### src/include/gpio_regmap.svh
// Word indexes of the GPIO register map, shared by the register file and the testbench
`ifndef GPIO_REGMAP_SVH
`define GPIO_REGMAP_SVH

// Byte address = word index * 4
// Index comes from address bits 5 to 2

// Pin direction, active low enable
`define GPIO_OEN    4'd0
// Output data, direct write
`define GPIO_OUT    4'd1
// Input enable per pin
`define GPIO_IEN    4'd2
// Synchronized input data, read only
`define GPIO_IN     4'd3
// Output data write aliases
`define GPIO_OUTAND 4'd4
`define GPIO_OUTORR 4'd5
`define GPIO_OUTXOR 4'd6
// Interrupt mask, set bit blocks the pin
`define GPIO_IMASK  4'd7

`endif

### src/verilog/gpio_pkg.sv
// Shared types and limits of the GPIO block, referenced by scoped names in every module
package gpio_pkg;

   // ##################################################
   // Widths
   // ##################################################

   // Largest supported pin count
   localparam int MAX_PINS = 32;

   // Register and pin data word
   typedef logic [31:0] data_t;

   // Byte address on the access port
   typedef logic [7:0] addr_t;

   // Register word index, address bits 5 to 2
   typedef logic [3:0] regidx_t;

   // ##################################################
   // Access sequencer
   // ##################################################

   // IDLE   ready for a new request
   // RESP   read response held on the output
   typedef enum logic [0:0] {
      IDLE = 1'b0,
      RESP = 1'b1
   } access_state_t;

endpackage

### src/verilog/gpio_bus_if.sv
// Internal register bus from the access sequencer to the register file, one operation per cycle
`timescale 1ns/1ns

interface gpio_bus_if;

   // Single-cycle strobes, never both high
   logic                wr;
   logic                rd;
   // Target register word
   gpio_pkg::regidx_t   idx;
   // Write payload
   gpio_pkg::data_t     wdata;
   // Combinational read value for idx
   gpio_pkg::data_t     rdata;

   // Request side
   modport sequencer (
      output wr, rd, idx, wdata,
      input  rdata
   );

   // Register side
   modport regfile (
      input  wr, rd, idx, wdata,
      output rdata
   );

endinterface

### src/verilog/gpio.sv
// GPIO block top level, joins the access sequencer, register file and input path to plain ports
`timescale 1ns/1ns

module gpio #(
   parameter int N = 24
) (
   input  logic              clk,
   input  logic              nreset,
   // ##################################################
   // Request handshake
   // ##################################################
   input  logic              access_in,
   input  logic              write_in,
   input  gpio_pkg::addr_t   addr_in,
   input  gpio_pkg::data_t   data_in,
   output logic              wait_out,
   // ##################################################
   // Response handshake
   // ##################################################
   output logic              access_out,
   output gpio_pkg::data_t   data_out,
   input  logic              wait_in,
   // ##################################################
   // Pins
   // ##################################################
   input  logic [N-1:0]      gpio_in,
   output logic [N-1:0]      gpio_out,
   // Active low output enables
   output logic [N-1:0]      gpio_oen,
   // Synchronized and gated pins
   output logic [N-1:0]      gpio_data,
   // One-cycle toggle interrupt
   output logic              gpio_irq
);

   // Register path between sequencer and register file
   gpio_bus_if bus ();

   // Register file to input path and back
   gpio_pkg::data_t in_data;
   gpio_pkg::data_t ien;
   gpio_pkg::data_t imask;

   gpio_access u_access (
      .clk        (clk),
      .nreset     (nreset),
      .access_in  (access_in),
      .write_in   (write_in),
      .addr_in    (addr_in),
      .data_in    (data_in),
      .wait_out   (wait_out),
      .access_out (access_out),
      .data_out   (data_out),
      .wait_in    (wait_in),
      .bus        (bus.sequencer)
   );

   gpio_regs #(.N(N)) u_regs (
      .clk      (clk),
      .nreset   (nreset),
      .bus      (bus.regfile),
      .in_data  (in_data),
      .ien      (ien),
      .imask    (imask),
      .gpio_out (gpio_out),
      .gpio_oen (gpio_oen)
   );

   gpio_input #(.N(N)) u_input (
      .clk       (clk),
      .nreset    (nreset),
      .gpio_in   (gpio_in),
      .ien       (ien),
      .imask     (imask),
      .in_data   (in_data),
      .gpio_data (gpio_data),
      .gpio_irq  (gpio_irq)
   );

endmodule

### src/verilog/gpio_access.sv
// Access sequencer of the GPIO block, turns port requests into register strobes and holds read responses
`timescale 1ns/1ns

module gpio_access (
   input  logic                clk,
   input  logic                nreset,
   // Request side
   input  logic                access_in,
   input  logic                write_in,
   input  gpio_pkg::addr_t     addr_in,
   input  gpio_pkg::data_t     data_in,
   output logic                wait_out,
   // Response side
   output logic                access_out,
   output gpio_pkg::data_t     data_out,
   input  logic                wait_in,
   // Register bus
   gpio_bus_if.sequencer       bus
);

   gpio_pkg::access_state_t state;
   gpio_pkg::access_state_t state_next;
   logic                    accept;
   logic                    read_accept;
   gpio_pkg::data_t         resp_data;

   // ##################################################
   // Request acceptance
   // ##################################################

   // Stall only while a response is blocked downstream
   assign wait_out = (state == gpio_pkg::RESP) & wait_in;

   // Request taken on this edge
   assign accept      = access_in & ~wait_out;
   assign read_accept = accept & ~write_in;

   // Strobes to the register file
   assign bus.wr    = accept & write_in;
   assign bus.rd    = read_accept;
   // Word index, byte offset bits dropped
   assign bus.idx   = addr_in[5:2];
   assign bus.wdata = data_in;

   // ##################################################
   // State machine
   // ##################################################

   always_comb begin
      state_next = state;
      case (state)
         gpio_pkg::IDLE: begin
            // Writes give no response
            if (read_accept)
               state_next = gpio_pkg::RESP;
         end
         gpio_pkg::RESP: begin
            // Response consumed, a new read may follow on the same edge
            if (!wait_in)
               state_next = read_accept ? gpio_pkg::RESP : gpio_pkg::IDLE;
         end
         default: state_next = gpio_pkg::IDLE;
      endcase
   end

   always_ff @(posedge clk or negedge nreset) begin
      if (!nreset)
         state <= gpio_pkg::IDLE;
      else
         state <= state_next;
   end

   // ##################################################
   // Response register
   // ##################################################

   // Capture register value as of the accepting edge
   always_ff @(posedge clk) begin
      if (read_accept)
         resp_data <= bus.rdata;
   end

   assign access_out = (state == gpio_pkg::RESP);
   assign data_out   = resp_data;

   // Back-pressure only comes from a pending response
   a_no_wait_in_idle: assert property (@(posedge clk) disable iff (!nreset)
      (state == gpio_pkg::IDLE) |-> !wait_out);

   // Blocked response holds its payload
   a_resp_stable: assert property (@(posedge clk) disable iff (!nreset)
      (access_out && wait_in) |=> $stable(data_out));

endmodule

### src/verilog/gpio_input.sv
// GPIO input path with two-stage synchronizer, input enable gating and toggle interrupt
`timescale 1ns/1ns

module gpio_input #(
   parameter int N = 24
) (
   input  logic              clk,
   input  logic              nreset,
   // Raw pins
   input  logic [N-1:0]      gpio_in,
   // Controls from the register file
   input  gpio_pkg::data_t   ien,
   input  gpio_pkg::data_t   imask,
   // Readback word for GPIO_IN
   output gpio_pkg::data_t   in_data,
   output logic [N-1:0]      gpio_data,
   output logic              gpio_irq
);

   logic [N-1:0] sync_q1;
   logic [N-1:0] sync_q2;
   logic [N-1:0] gated_q;
   logic [N-1:0] prev_q;
   logic [N-1:0] edge_vec;
   logic         irq_q;

   // ##################################################
   // Synchronizer and gating
   // ##################################################

   // Two flops, then enable gating in a third
   always_ff @(posedge clk or negedge nreset) begin
      if (!nreset) begin
         sync_q1 <= '0;
         sync_q2 <= '0;
         gated_q <= '0;
         prev_q  <= '0;
      end else begin
         sync_q1 <= gpio_in;
         sync_q2 <= sync_q1;
         gated_q <= sync_q2 & ien[N-1:0];
         // Last cycle's gated value for toggle detect
         prev_q  <= gated_q;
      end
   end

   assign gpio_data = gated_q;

   always_comb begin
      in_data        = '0;
      in_data[N-1:0] = gated_q;
   end

   // ##################################################
   // Toggle interrupt
   // ##################################################

   // Either direction, masked bits dropped
   assign edge_vec = (gated_q ^ prev_q) & ~imask[N-1:0];

   always_ff @(posedge clk or negedge nreset) begin
      if (!nreset)
         irq_q <= 1'b0;
      else
         irq_q <= |edge_vec;
   end

   assign gpio_irq = irq_q;

   a_irq_cause: assert property (@(posedge clk) disable iff (!nreset)
      gpio_irq |-> $past(gated_q != prev_q));

endmodule

### src/verilog/gpio_regs.sv
// GPIO register file with output, enable and mask registers, output write aliases and read mux
`timescale 1ns/1ns
`include "gpio_regmap.svh"

module gpio_regs #(
   parameter int N = 24
) (
   input  logic              clk,
   input  logic              nreset,
   // Register bus from the sequencer
   gpio_bus_if.regfile       bus,
   // Gated input data from the input path
   input  gpio_pkg::data_t   in_data,
   // Controls to the input path
   output gpio_pkg::data_t   ien,
   output gpio_pkg::data_t   imask,
   // Pin drivers
   output logic [N-1:0]      gpio_out,
   output logic [N-1:0]      gpio_oen
);

   logic [N-1:0] oen_reg;
   logic [N-1:0] out_reg;
   logic [N-1:0] ien_reg;
   logic [N-1:0] imask_reg;
   logic [N-1:0] wdata_n;
   logic [N-1:0] out_next;
   logic         out_write;

   // Pin count out of range
   if (N < 1 || N > gpio_pkg::MAX_PINS) begin : g_bad_n
      $error("gpio_regs: N must be 1 to %0d", gpio_pkg::MAX_PINS);
   end

   // Only the pin bits of the write word matter
   assign wdata_n = bus.wdata[N-1:0];

   // ##################################################
   // Output data and aliases
   // ##################################################

   always_comb begin
      out_write = bus.wr;
      out_next  = out_reg;
      case (bus.idx)
         `GPIO_OUT:    out_next = wdata_n;
         `GPIO_OUTAND: out_next = out_reg & wdata_n;
         `GPIO_OUTORR: out_next = out_reg | wdata_n;
         `GPIO_OUTXOR: out_next = out_reg ^ wdata_n;
         default:      out_write = 1'b0;
      endcase
   end

   // ##################################################
   // Register writes
   // ##################################################

   always_ff @(posedge clk or negedge nreset) begin
      if (!nreset) begin
         // Pins float after reset
         oen_reg   <= '1;
         out_reg   <= '0;
         ien_reg   <= '1;
         imask_reg <= '0;
      end else begin
         if (out_write)
            out_reg <= out_next;
         // GPIO_IN and unused words ignore writes
         if (bus.wr && bus.idx == `GPIO_OEN)
            oen_reg <= wdata_n;
         if (bus.wr && bus.idx == `GPIO_IEN)
            ien_reg <= wdata_n;
         if (bus.wr && bus.idx == `GPIO_IMASK)
            imask_reg <= wdata_n;
      end
   end

   assign gpio_out = out_reg;
   assign gpio_oen = oen_reg;

   // Zero-extended controls
   always_comb begin
      ien          = '0;
      ien[N-1:0]   = ien_reg;
      imask        = '0;
      imask[N-1:0] = imask_reg;
   end

   // ##################################################
   // Read mux
   // ##################################################

   // Aliases and unused words read zero
   always_comb begin
      bus.rdata = '0;
      case (bus.idx)
         `GPIO_OEN:   bus.rdata[N-1:0] = oen_reg;
         `GPIO_OUT:   bus.rdata[N-1:0] = out_reg;
         `GPIO_IEN:   bus.rdata[N-1:0] = ien_reg;
         `GPIO_IN:    bus.rdata        = in_data;
         `GPIO_IMASK: bus.rdata[N-1:0] = imask_reg;
         default:     bus.rdata        = '0;
      endcase
   end

   // Sequencer never issues read and write at once
   a_one_strobe: assert property (@(posedge clk) disable iff (!nreset)
      !(bus.wr && bus.rd));

endmodule
### config.mk
export PLATFORM = sky130hd
export DESIGN_NAME = gpio
export DESIGN_NICKNAME = d
export VERILOG_FILES = /design/src/verilog/gpio_pkg.sv /design/src/verilog/gpio_bus_if.sv /design/src/verilog/gpio.sv /design/src/verilog/gpio_access.sv /design/src/verilog/gpio_input.sv /design/src/verilog/gpio_regs.sv
export VERILOG_INCLUDE_DIRS = /design/src /design/src/include
export SDC_FILE = /design/constraint.sdc
export NUM_CORES = 1
export LEC_CHECK = 0
export BUFFER_PORTS_ARGS = -buffer_cell sky130_fd_sc_hd__buf_2
export CAP_MARGIN = 20
export CORE_ASPECT_RATIO = 1.25
export CORE_UTILIZATION = 30
export CTS_BUF_LIST = sky130_fd_sc_hd__clkbuf_4
export DETAILED_ROUTE_END_ITERATION = 16
export GPL_TIMING_DRIVEN = 0
export PLACE_DENSITY_LB_ADDON = 0.25
export RECOVER_POWER = 25
export SLEW_MARGIN = 20
export SYNTH_ARGS = -nofsm -noshare
export SYNTH_HDL_FRONTEND = slang
export SYNTH_HIERARCHICAL = 1
export SYNTH_SLANG_ARGS = --single-unit
### constraint.sdc
create_clock -name clk -period 2.4 [get_ports clk]
set_input_delay 0.6 -clock clk [delete_from_list [all_inputs] [get_ports clk]]
set_output_delay 0.6 -clock clk [all_outputs]
set_load 0.02 [all_outputs]
# == Word-level counts from Yosys, hierarchy flattened ==
# Cells that the tools add are included.
# classes
bitwise,14
muxes,6
n_reduce_logical,8
n_eq_ne,7
# ops
op,count
$pmux 24 s5,1
$pmux 24 s4,1
$and 24x24->24,3
$xor 24x24->24,2
$not 24->24,1
$or 24x24->24,1
$reduce_or 24->1,1
$eq 4x3->1 const B,4
$eq 4x2->1 const B,2
$and 1x1->1,4
$eq 4x1->1 const B,1
$logic_not 4->1,1
$reduce_bool 4->1,1
$reduce_or 4->1,1
$logic_and 1x1->1,3
$mux 1,3
$not 1->1,3
$pmux 1 s2,1
$reduce_and 2->1,1
# totals
wordCells,46
regBits,218
out_inout_bits,107

# == Depth between registers and ports, before layout ==
# Gate-level depths: netlist of the first run.
# depth
ltp_word,7
mapped_depth,8
depth_no_buf,6

# == Modules after synthesis ==
# Netlist of the first run, hierarchy kept.
# modules_own_cells
module,cells_each,instances,area_each_um2,seq_area_each_um2
gpio_regs,652,1,6389.9,2462.4
gpio_input,194,1,3130.5,2427.3
gpio_access,75,1,1292.5,985.9

# == Least setup slack after synthesis of the first run ==
# Ideal clock, no wire load.
# synth_path
kind,input-to-reg
from,input write_in
to,register u_access.resp_data[0] (netlist: u_access/data_out[0]) (enable)
setup_slack_ps,-347
setup_ps,432
cell_stages,2
arrival_time_ps,2316
required_time_ps,1968
path_cell_list,nand2b_4 -> a21oi_1
# synth_via
elab_chain_len,2
# synth_rtl
element,line,rtl
"start, declared",gpio.sv:13,"input logic write_in,"
$not 1->1,gpio_access.sv:36,assign read_accept = accept & ~write_in;
$and 1x1->1,gpio_access.sv:36,
net bus.rd,gpio_bus_if.sv:8,logic rd;
"end signal, assigned",gpio_access.sv:80,resp_data <= bus.rdata;
"end, declared",gpio_access.sv:25,gpio_pkg::data_t resp_data;
# The timed path passes the listed nets, and every way through them passes these cells.
# A chain may end at the register's enable or synchronous reset.

# == Worst setup path in the final report of the first run ==
# layout_path
from,input addr_in[3]
to,"register u_access.resp_data[11] (netlist: u_access/data_out[11]), data pin"
# layout_via
elab_chain_len,2
word_cells_on_any_way,6
classes_between,4 x eq/ne; 1 x mux; 1 x reduce/logical
# layout_rtl
element,line,rtl
"start, declared",gpio.sv:14,"input gpio_pkg::addr_t addr_in,"
"$eq 4x3->1, or another cell as far along",gpio_regs.sv:96,case (bus.idx)
$pmux 24 s5 *,gpio_regs.sv:96,
net bus.rdata[11],gpio_bus_if.sv:14,gpio_pkg::data_t rdata;
# Mark *: on every way through the listed nets, which the timed path passes. The rest lies on a longest branch.

==> reports/metrics.csv, run 1 <==
stage,metric,value,unit
outcome,outcome,"finished, final reports clean",
timing,setup_violations,0,
detailed_routing,viasPerCell,4.57,
run,drv_cap,0,
detailed_routing,drc,0,
setup_path,arrival,2640,ps
global_route,overflow,0,
yosys,synthCells,896,
setup_path,crit_required,2850,ps
timing,finalHoldViolCount,0,
floorplanning,core.rowCount,76,
floorplanning,io_pins,176,
setup_path,crit_slowest_cell,nor3_1,
placement,numPortBuffers,135,
global_route,grt_usage,18.8,%
min_path,holdCritPathClass,in2reg,
clocking,clk_latency,700,ps
setup_path,crit_chain,"buf_4, buf_4, nand2_2, nor3_1, clkbuf_1, nand2_1, o221ai_1",
timing,layout_min_cycle_time,2200,ps
setup_path,worstPathBufferInverterCount,3,
global_route,grt_pass1_vias,7809,
yosys,avgSynthCellArea,11.9,um^2
detailed_routing,routedWlPerCell,19.9,um
timing,worst_slew_pin_slew,1030,ps
setup_path,crit_type,in2reg,
clocking,ctsHoldBuffers,24,
placement,gp_congestion,0.828,
floorplanning,die_w,170,um
floorplanning,start_util,30.6,%
layout,syn_to_final_growth,23.4,%
global_route,grt_max_degree,95,
clocking,clock-sinks,226,
placement,pre_cts_ws,-448,ps
yosys,syn-cell-area,10600,um^2
placement,hpwlAfterDp,22.7,mm
setup_path,crit_family,buffers and inverters,
detailed_routing,drt_wl_total,33.0,mm
timing,final_max_slew_viol_count,0,
layout,largest_register_ffs,32,
clocking,cts_tree,yes,
timing,fmax,455,MHz
power_and_ir_drop,power_density,819,nW/um^2
clocking,cts.htree.levels,3,
detailed_routing,drt_iter0_markers,425,
layout,post-route-util,37.8,%
clocking,path_clk_slew,60,ps
setup_path,cp-start-kind,primary input,
layout,drive_gt1_share,34.3,%
clocking,numCtsBuffers,66,
floorplanning,core-area,34700,um^2
floorplanning,die_height,212,um
detailed_routing,ant_nets,0,
setup_path,crit_top_cell,buf_4,
detailed_routing,drt_first_pass_iters,5,
yosys,yosys_warnings,6,
timing,finalSetupTns,0,ps
timing,period_share,91.5,%
power_and_ir_drop,leakagePower,6.29,nW
setup_path,crit_fanout,10,
setup_path,cp-end-kind,flip-flop,
global_route,grt_pass1_wl,49.0,mm
clocking,post-cts-setup-buffer-count,0,
clocking,clockBufferDepth,3,
timing,fin_skew,49.9,ps
timing,setup_slack,204,ps
clocking,cts-root-buf,clkbuf_4,
setup_path,cpPeakStageDelay,710,ps
floorplanning,die_area,36200,um^2
power_and_ir_drop,ir_worst_vdd,0.000276,V
timing,rsz0062_at_grt,false,
layout,nNetsFinal,1250,
global_route,antenna_found_initial,2,
detailed_routing,vias,7579,
timing,slew_headroom,31.1,%
clocking,post_cts_resized,0,
[cell usage in the layout, fill, tap and decap left out, drive strengths merged]
master         n
buf          230
dfrtp        146
clkbuf       124
nand2         76
inv           62
o21ai         57
mux2          49
ha            48
dfstp         48
and2          33
edfxtp        32
a22oi         28
dlygate4sd3   24
xnor2         24
mux2i         24
a21oi         24
nor2          24
o221ai        15
nand2b        15
o22ai         14
and3          13
nor3b         13
o31ai         12
o2bb2ai       11
clkinv        11
a221o          9
conb           8
nor2b          4
diode          3
nor4           3
nand3          2
nor3           2
or3            1
[power by group]
part	switching [W]	internal, W	total [W]	leakage (nW)
Combinational	0.00120	0.000890	0.00209	3.11
Sequential	0.000464	0.00446	0.00492	2.65
Clock	0.00168	0.00204	0.00373	0.525
[metal layers]
| layer | GRT usage [%] | wire length (um) |
|---|---|---|
| met2 | 31.7 | 16500 |
| met3 | 4.84 | 1970 |
| met1 | 21.9 | 13300 |
| met5 | 0 | 0 |
| met4 | 9.57 | 1170 |
[per-stage QoR]
stage	std cells	hold WS (ps)	total power [W]	cell area, um^2
final	1657	58.6	0.0107	13100
after CTS	1654	3.84	0.0110	13100
after floorplan	903	304	0.00621	10700
after global placement	1506	333	0.00703	11900
after detailed placement	1509	335	0.00709	12000
after global routing	1657	0.750	0.0114	13100
[area by class of cell]
cell class / count / area (um^2)
fillers: 3439 / 21600
repair buffers: 162 / 995
flip-flops and latches: 226 / 5880
plain buffers: 107 / 734
clock buffers: 109 / 818
clock inverters: 12 / 46.3
diodes: 3 / 7.51
well taps: 468 / 586
inverters: 61 / 229
multi-input cells: 509 / 3830
[worst paths after layout]
| check | start | endpoint | slack, ps | depth (start not counted) |
|---|---|---|---|---|
| worst max-delay path | addr_in[3] | u_access/data_out[11] | 200 | 7 |
| worst min-delay path | gpio_in[13] | u_input/sync_q1[13] | 60 | 1 |
| worst max register to register | u_access/access_out | u_regs/gpio_out[4] | 380 | 8 |
| worst min register to register | u_input/sync_q1[7] | u_input/sync_q2[7] | 340 | 0 |
| max in group asynchronous | nreset | u_regs/gpio_oen[13] | 360 | 4 |
| min in group asynchronous | nreset | u_regs/gpio_out[18] | 630 | 2 |
Note: power is estimated with default switching activity, not from simulation.
==> run 2: changes to the inputs <==
- CORE_UTILIZATION: 30 -> 53
- GPL_ROUTABILITY_DRIVEN: unset -> 0
==> run 2 against run 1 <==
Hold slack got worse by 23 ps. Critical path depth grew 1. Combinational power decreased by 2%. Clock skew fell by 15 ps. Utilization grew 27 points. Sequential share of layout area rose by 1.5 points. Power shrank 4.3%. Global-route usage grew 9.9 points. Clock-buffer cell count is 21 lower.
==> reports/metrics.csv, run 2 (synthesis results as in run 1) <==
stage,metric,value,unit,change
outcome,outcome,"finished, final reports clean",,
detailed_routing,drt_wl_total,28.4,mm,-14%
timing,fin_skew,34.4,ps,-15.5 ps
timing,setup_violations,0,,unchanged
placement,pre_cts_ws,-146,ps,+302 ps
timing,slew_headroom,43.9,%,+13 points
timing,finalHoldViolCount,0,,unchanged
layout,drive_gt1_share,33.6,%,-0.67 points
floorplanning,core-area,19500,um^2,-44%
clocking,numCtsBuffers,57,,-14%
detailed_routing,drt_first_pass_iters,5,,unchanged
floorplanning,die_w,129,um,-24%
global_route,antenna_found_initial,1,,-1
floorplanning,io_pins,176,,unchanged
clocking,post-cts-setup-buffer-count,0,,unchanged
clocking,clock-sinks,226,,unchanged
setup_path,crit_type,reg2reg,,
setup_path,crit_family,buffers and inverters,,
detailed_routing,vias,7639,,+0.79%
setup_path,cp-start-kind,flip-flop,,
detailed_routing,drt_iter0_markers,439,,+3.3%
clocking,cts_tree,yes,,
layout,largest_register_ffs,32,,unchanged
setup_path,cpPeakStageDelay,410,ps,-300 ps
placement,hpwlAfterDp,19.3,mm,-15%
clocking,ctsHoldBuffers,17,,-29%
clocking,clk_latency,680,ps,-20 ps
detailed_routing,ant_nets,0,,unchanged
global_route,grt_pass1_vias,7775,,-0.44%
setup_path,worstPathBufferInverterCount,2,,-1
setup_path,crit_required,2980,ps,+130 ps
timing,finalSetupTns,0,ps,unchanged
layout,n_fill_cell,1632,,-53%
timing,worst_slew_pin_slew,837,ps,-196 ps
layout,seq_area,5880,um^2,unchanged
min_path,holdCritPathClass,in2reg,,
setup_path,cp-end-kind,flip-flop,,
layout,multi_input_area,3830,um^2,unchanged
run,drv_cap,0,,unchanged
floorplanning,start_util,54.4,%,+24 points
setup_path,crit_slowest_cell,dfrtp_1,,
detailed_routing,routedWlPerCell,19.9,um,-0.17%
detailed_routing,drc,0,,unchanged
clocking,clockBufferDepth,3,,unchanged
timing,layout_min_cycle_time,2000,ps,-196 ps
power_and_ir_drop,power_density,809,nW/um^2,-1.2%
clocking,post_cts_resized,0,,unchanged
global_route,overflow,0,,unchanged
detailed_routing,viasPerCell,5.34,,+17%
global_route,grt_max_degree,97,,+2.1%
clocking,path_clk_slew,60,ps,about the same
timing,setup_slack,400,ps,+196 ps
global_route,grt_pass1_wl,43.7,mm,-11%
clocking,cts.htree.levels,2,,-1
floorplanning,core.rowCount,57,,-25%
timing,rsz0062_at_grt,false,,
setup_path,arrival,2580,ps,-60 ps
global_route,grt_usage,28.7,%,+9.9 points
layout,final_cell_mix,"buf_2, dfrtp_1, clkbuf_4",,
timing,period_share,83.3,%,-8.2 points
layout,layout_commonest_cell,buf_2,,
floorplanning,die_height,160,um,-25%
placement,numPortBuffers,135,,unchanged
timing,final_max_slew_viol_count,0,,unchanged
layout,nNetsFinal,1234,,-1.3%
floorplanning,die_area,20600,um^2,-43%
setup_path,crit_chain,"nand2_1, and3_1, nor2b_1, o21ai_1, buf_2, buf_2, nand2_1, o31ai_1",,
power_and_ir_drop,ir_worst_vdd,0.000452,V,+64%
layout,syn_to_final_growth,19.5,%,
timing,fmax,500,MHz,+9.8%
clocking,cts-root-buf,clkbuf_4,,
setup_path,crit_fanout,10,,unchanged
power_and_ir_drop,leakagePower,6.20,nW,-1.4%
[run 2: cell count changes in the layout (fill, tap and decap cells not counted), sizes merged]
cell / delta
clkinv: +6
bufinv: +1
clkinvlp: +1
diode: -2
dlygate4sd3: -7
buf: +4
clkbuf: -25
inv: -1
[run 2: worst paths after layout]
| kind | startpoint | to | slack (ps) | depth (start not counted) |
|---|---|---|---|---|
| setup reg to reg | u_access/access_out | u_regs/gpio_out[11] | 400 | 8 |
| hold reg to reg | u_input/sync_q1[5] | u_input/sync_q2[5] | 350 | 0 |
| max in group asynchronous | nreset | u_regs/ien_reg[9] | 850 | 4 |
| hold / removal | gpio_in[13] | u_input/sync_q1[13] | 40 | 1 |
| setup / recovery | u_access/access_out | u_regs/gpio_out[11] | 400 | 8 |
| min in group asynchronous | nreset | u_input/sync_q1[4] | 420 | 2 |
[run 2: area by class of cell]
type	count	area share [%]
clock buffers	88	5.20
clock inverters	19	0.827
plain buffers	107	5.78
diodes	1	0.0197
well taps	265	2.61
repair buffers	155	7.39
flip-flops and latches	226	46.2
multi-input cells	509	30.1
inverters	61	1.80
[run 2: per-layer routing]
layer  global-route usage [%]  share of wire (%)  up-vias
li1                         -                  -     3494
met1                     37.6                 41     3730
met2                     46.5                 48      345
met3                     5.20                7.3       70
met4                     12.4                3.9        0
met5                        0                  0        -
[run 2: metrics by stage]
stage | utilization [%] | total power [W] | std cells | hold slack, ps | instance area (um^2)
floorplan | - | 0.00621 | 903 | 304 | 10700
detailed placement | 60.2 | 0.00701 | 1306 | 335 | 11800
global placement | 59.7 | 0.00692 | 1303 | 331 | 11700
CTS | 65.0 | 0.0104 | 1430 | 0.149 | 12700
global route | 65.0 | 0.0108 | 1431 | 0.813 | 12700
finish | 65.0 | 0.0103 | 1431 | 35.2 | 12700
[run 2: report_power, final]
group,internal [W],switching [W]
logic,0.000884,0.00116
registers,0.00446,0.000446
clock network,0.00178,0.00155
total,0.00712,0.00316
==> run 3: changes to the inputs <==
- CORE_UTILIZATION: 53 -> 59
- clock period: 2.4 -> 2.05 ns (I/O delays scaled with it)
==> run 3 against run 2 <==
Via count is 3.0% higher. Power is 18% higher. Hold slack better by 52 ps. Wire length is 1.5% higher. Cell area hardly changed. Cell count is 2.3% lower. Utilization is 7.3 points higher.
==> reports/metrics.csv, run 3 (synthesis results as in run 1) <==
stage,metric,value,unit,change
layout,final_design_area_no_fill,12700,um^2,about the same
clocking,clock-sinks,226,,unchanged
power_and_ir_drop,power.internal,0.00835,W,+17%
run,drv_cap,0,,unchanged
power_and_ir_drop,switching_share,31.0,%,+0.23 points
global_route,grt_pass1_vias,7945,,+2.2%
min_path,hold_path_end,u_regs/gpio_oen[13],,
clocking,cts.htree.levels,2,,unchanged
power_and_ir_drop,clkPwrFrac,32.6,%,+0.2 points
min_path,whs_path_depth,2,,+1
layout,syn_to_final_growth,19.5,%,about the same
detailed_routing,viasPerCell,5.63,,+5.5%
setup_path,arrival,1420,ps,-1160 ps
detailed_routing,drc,0,,unchanged
setup_path,cp-start-kind,flip-flop,,
layout,nNetsFinal,1241,,+0.57%
layout,largest_register_ffs,32,,unchanged
layout,final_cell_mix,"buf_2, dfrtp_1, clkbuf_4",,
power_and_ir_drop,ir_worst_vdd,0.000522,V,+15%
setup_path,regToRegSetupSlack,130,ps,-270 ps
detailed_routing,drt_iter0_markers,584,,+33%
timing,slew_headroom,13.2,%,-31 points
outcome,outcome,"finished, final reports clean",,
setup_path,r2r_start,u_access/access_out,,
timing,worst_slew_pin_slew,1300,ps,+465 ps
clocking,clk_latency,690,ps,about the same
layout,drive_gt1_share,33.4,%,-0.23 points
setup_path,crit_required,1540,ps,-1440 ps
power_and_ir_drop,power_frac_seq,47.5,%,-0.2 points
setup_path,worstRegToRegCells,8,,unchanged
timing,setup_violations,0,,unchanged
setup_path,crit_chain,buf_2,,
placement,placed_area,11700,um^2,-0.67%
min_path,holdCritPathClass,in2reg,,
global_route,overflow,0,,unchanged
setup_path,crit_type,reg2out,,
setup_path,crit_family,flip-flops,,
detailed_routing,ant_nets,0,,unchanged
layout,layout_commonest_cell,buf_2,,
timing,hold_ws,87.3,ps,+52.1 ps
floorplanning,core-area,17600,um^2,-10%
detailed_routing,drt_first_pass_iters,6,,+1
floorplanning,die_w,122,um,-5.1%
power_and_ir_drop,p_switching,0.00375,W,+18%
clocking,numCtsBuffers,57,,unchanged
setup_path,crit_slowest_cell,dfstp_2,,
timing,period_share,94.0,%,
global_route,antenna_found_initial,1,,unchanged
setup_path,cpPeakStageDelay,550,ps,+140 ps
timing,final_max_slew_viol_count,0,,unchanged
min_path,hold_start,data_in[13],,
timing,layout_min_cycle_time,1930,ps,
placement,numPortBuffers,135,,unchanged
placement,hpwlAfterDp,19.0,mm,-1.6%
power_and_ir_drop,leakagePower,6.22,nW,+0.42%
global_route,grt_pass1_wl,43.9,mm,+0.43%
power_and_ir_drop,power_density,952,nW/um^2,+18%
timing,fmax,519,MHz,
clocking,cts_tree,yes,,
detailed_routing,drt_wl_total,28.9,mm,+1.5%
floorplanning,core.rowCount,54,,-5.3%
timing,fin_skew,18.0,ps,-16.4 ps
detailed_routing,routedWlPerCell,20.6,um,+3.9%
floorplanning,die_height,152,um,-5.2%
global_route,grt_max_degree,102,,+5.2%
timing,finalHoldViolCount,0,,unchanged
timing,rsz0062_at_grt,false,,
clocking,clockBufferDepth,3,,unchanged
clocking,post-cts-setup-buffer-count,0,,unchanged
floorplanning,io_pins,176,,unchanged
detailed_routing,vias,7871,,+3.0%
layout,n_fill_cell,1296,,-21%
floorplanning,die_area,18600,um^2,-10%
global_route,grt_usage,32.1,%,+3.5 points
power_and_ir_drop,comb_power_share,20.0,%,about the same
setup_path,worstPathBufferInverterCount,1,,-1
clocking,cts-root-buf,clkbuf_4,,
setup_path,cp-end-kind,output port,,
setup_path,reg2reg_to,u_regs/gpio_out[3],,
clocking,path_clk_slew,70,ps,about the same
floorplanning,start_util,60.5,%,+6.1 points
setup_path,crit_fanout,3,,-7
[run 3: routing by layer]
metal / vias to the layer above / share of wire (%) / wire, um / GRT usage (%)
met5: - / 0 / 0 / 0
met1: 3852 / 38 / 10900 / 40.3
li1: 3514 / - / - / -
met4: 0 / 4.0 / 1160 / 14.4
met2: 418 / 49 / 14100 / 52.6
met3: 87 / 9.3 / 2670 / 7.62
[run 3: metrics by stage]
stage | setup TNS, ps | worst slack [ps] | instances | utilization [%] | power, W
after floorplan | 0 | 112 | 903 | - | 0.00727
after global placement | -490900 | -2710 | 1262 | 66.1 | 0.00808
after detailed placement | -4510 | -292 | 1264 | 66.5 | 0.00819
after CTS | 0 | 99.1 | 1397 | 72.3 | 0.0122
after global routing | 0 | 30.2 | 1398 | 72.3 | 0.0127
final | 0 | 122 | 1398 | 72.3 | 0.0121
[run 3: final cells by class]
cell class              count  area, um^2  share of cell area (%)
well taps                 224         280                    2.21
diodes                      1        2.50                  0.0197
flip-flops and latches    226        5880                    46.2
multi-input cells         509        3830                    30.1
repair buffers            162         982                    7.73
plain buffers             107         741                    5.83
clock buffers              88         661                    5.20
clock inverters            20         108                   0.847
inverters                  61         229                    1.80
[run 3: worst max-delay path by stage]
stage,from,end,cells after the start
after floorplan,write_in,u_access/data_out[0],2
after global placement,nreset,u_input/sync_q1[13],1
after detailed placement,addr_in[3],u_access/data_out[22],6
after CTS,u_regs/gpio_oen[20],gpio_oen[20],1
after global routing,nreset,u_input/sync_q2[20],3
final,u_regs/gpio_oen[20],gpio_oen[20],1
[run 3: what timing repair did]
item                                    CTS  global route
endpoints found under the setup margin    0             8
hold endpoints to repair                 96             0
resized for setup                         0             4
hold buffers                             25             0
[run 3: power by group through the flow]
stage	clock (W)	sequential, W	combinational [W]
after CTS	0.00401	0.00576	0.00240
after detailed placement	0	0.00584	0.00235
after global placement	0	0.00581	0.00227
final	0.00394	0.00574	0.00241
after floorplan	0	0.00605	0.00122
after global routing	0.00426	0.00582	0.00263
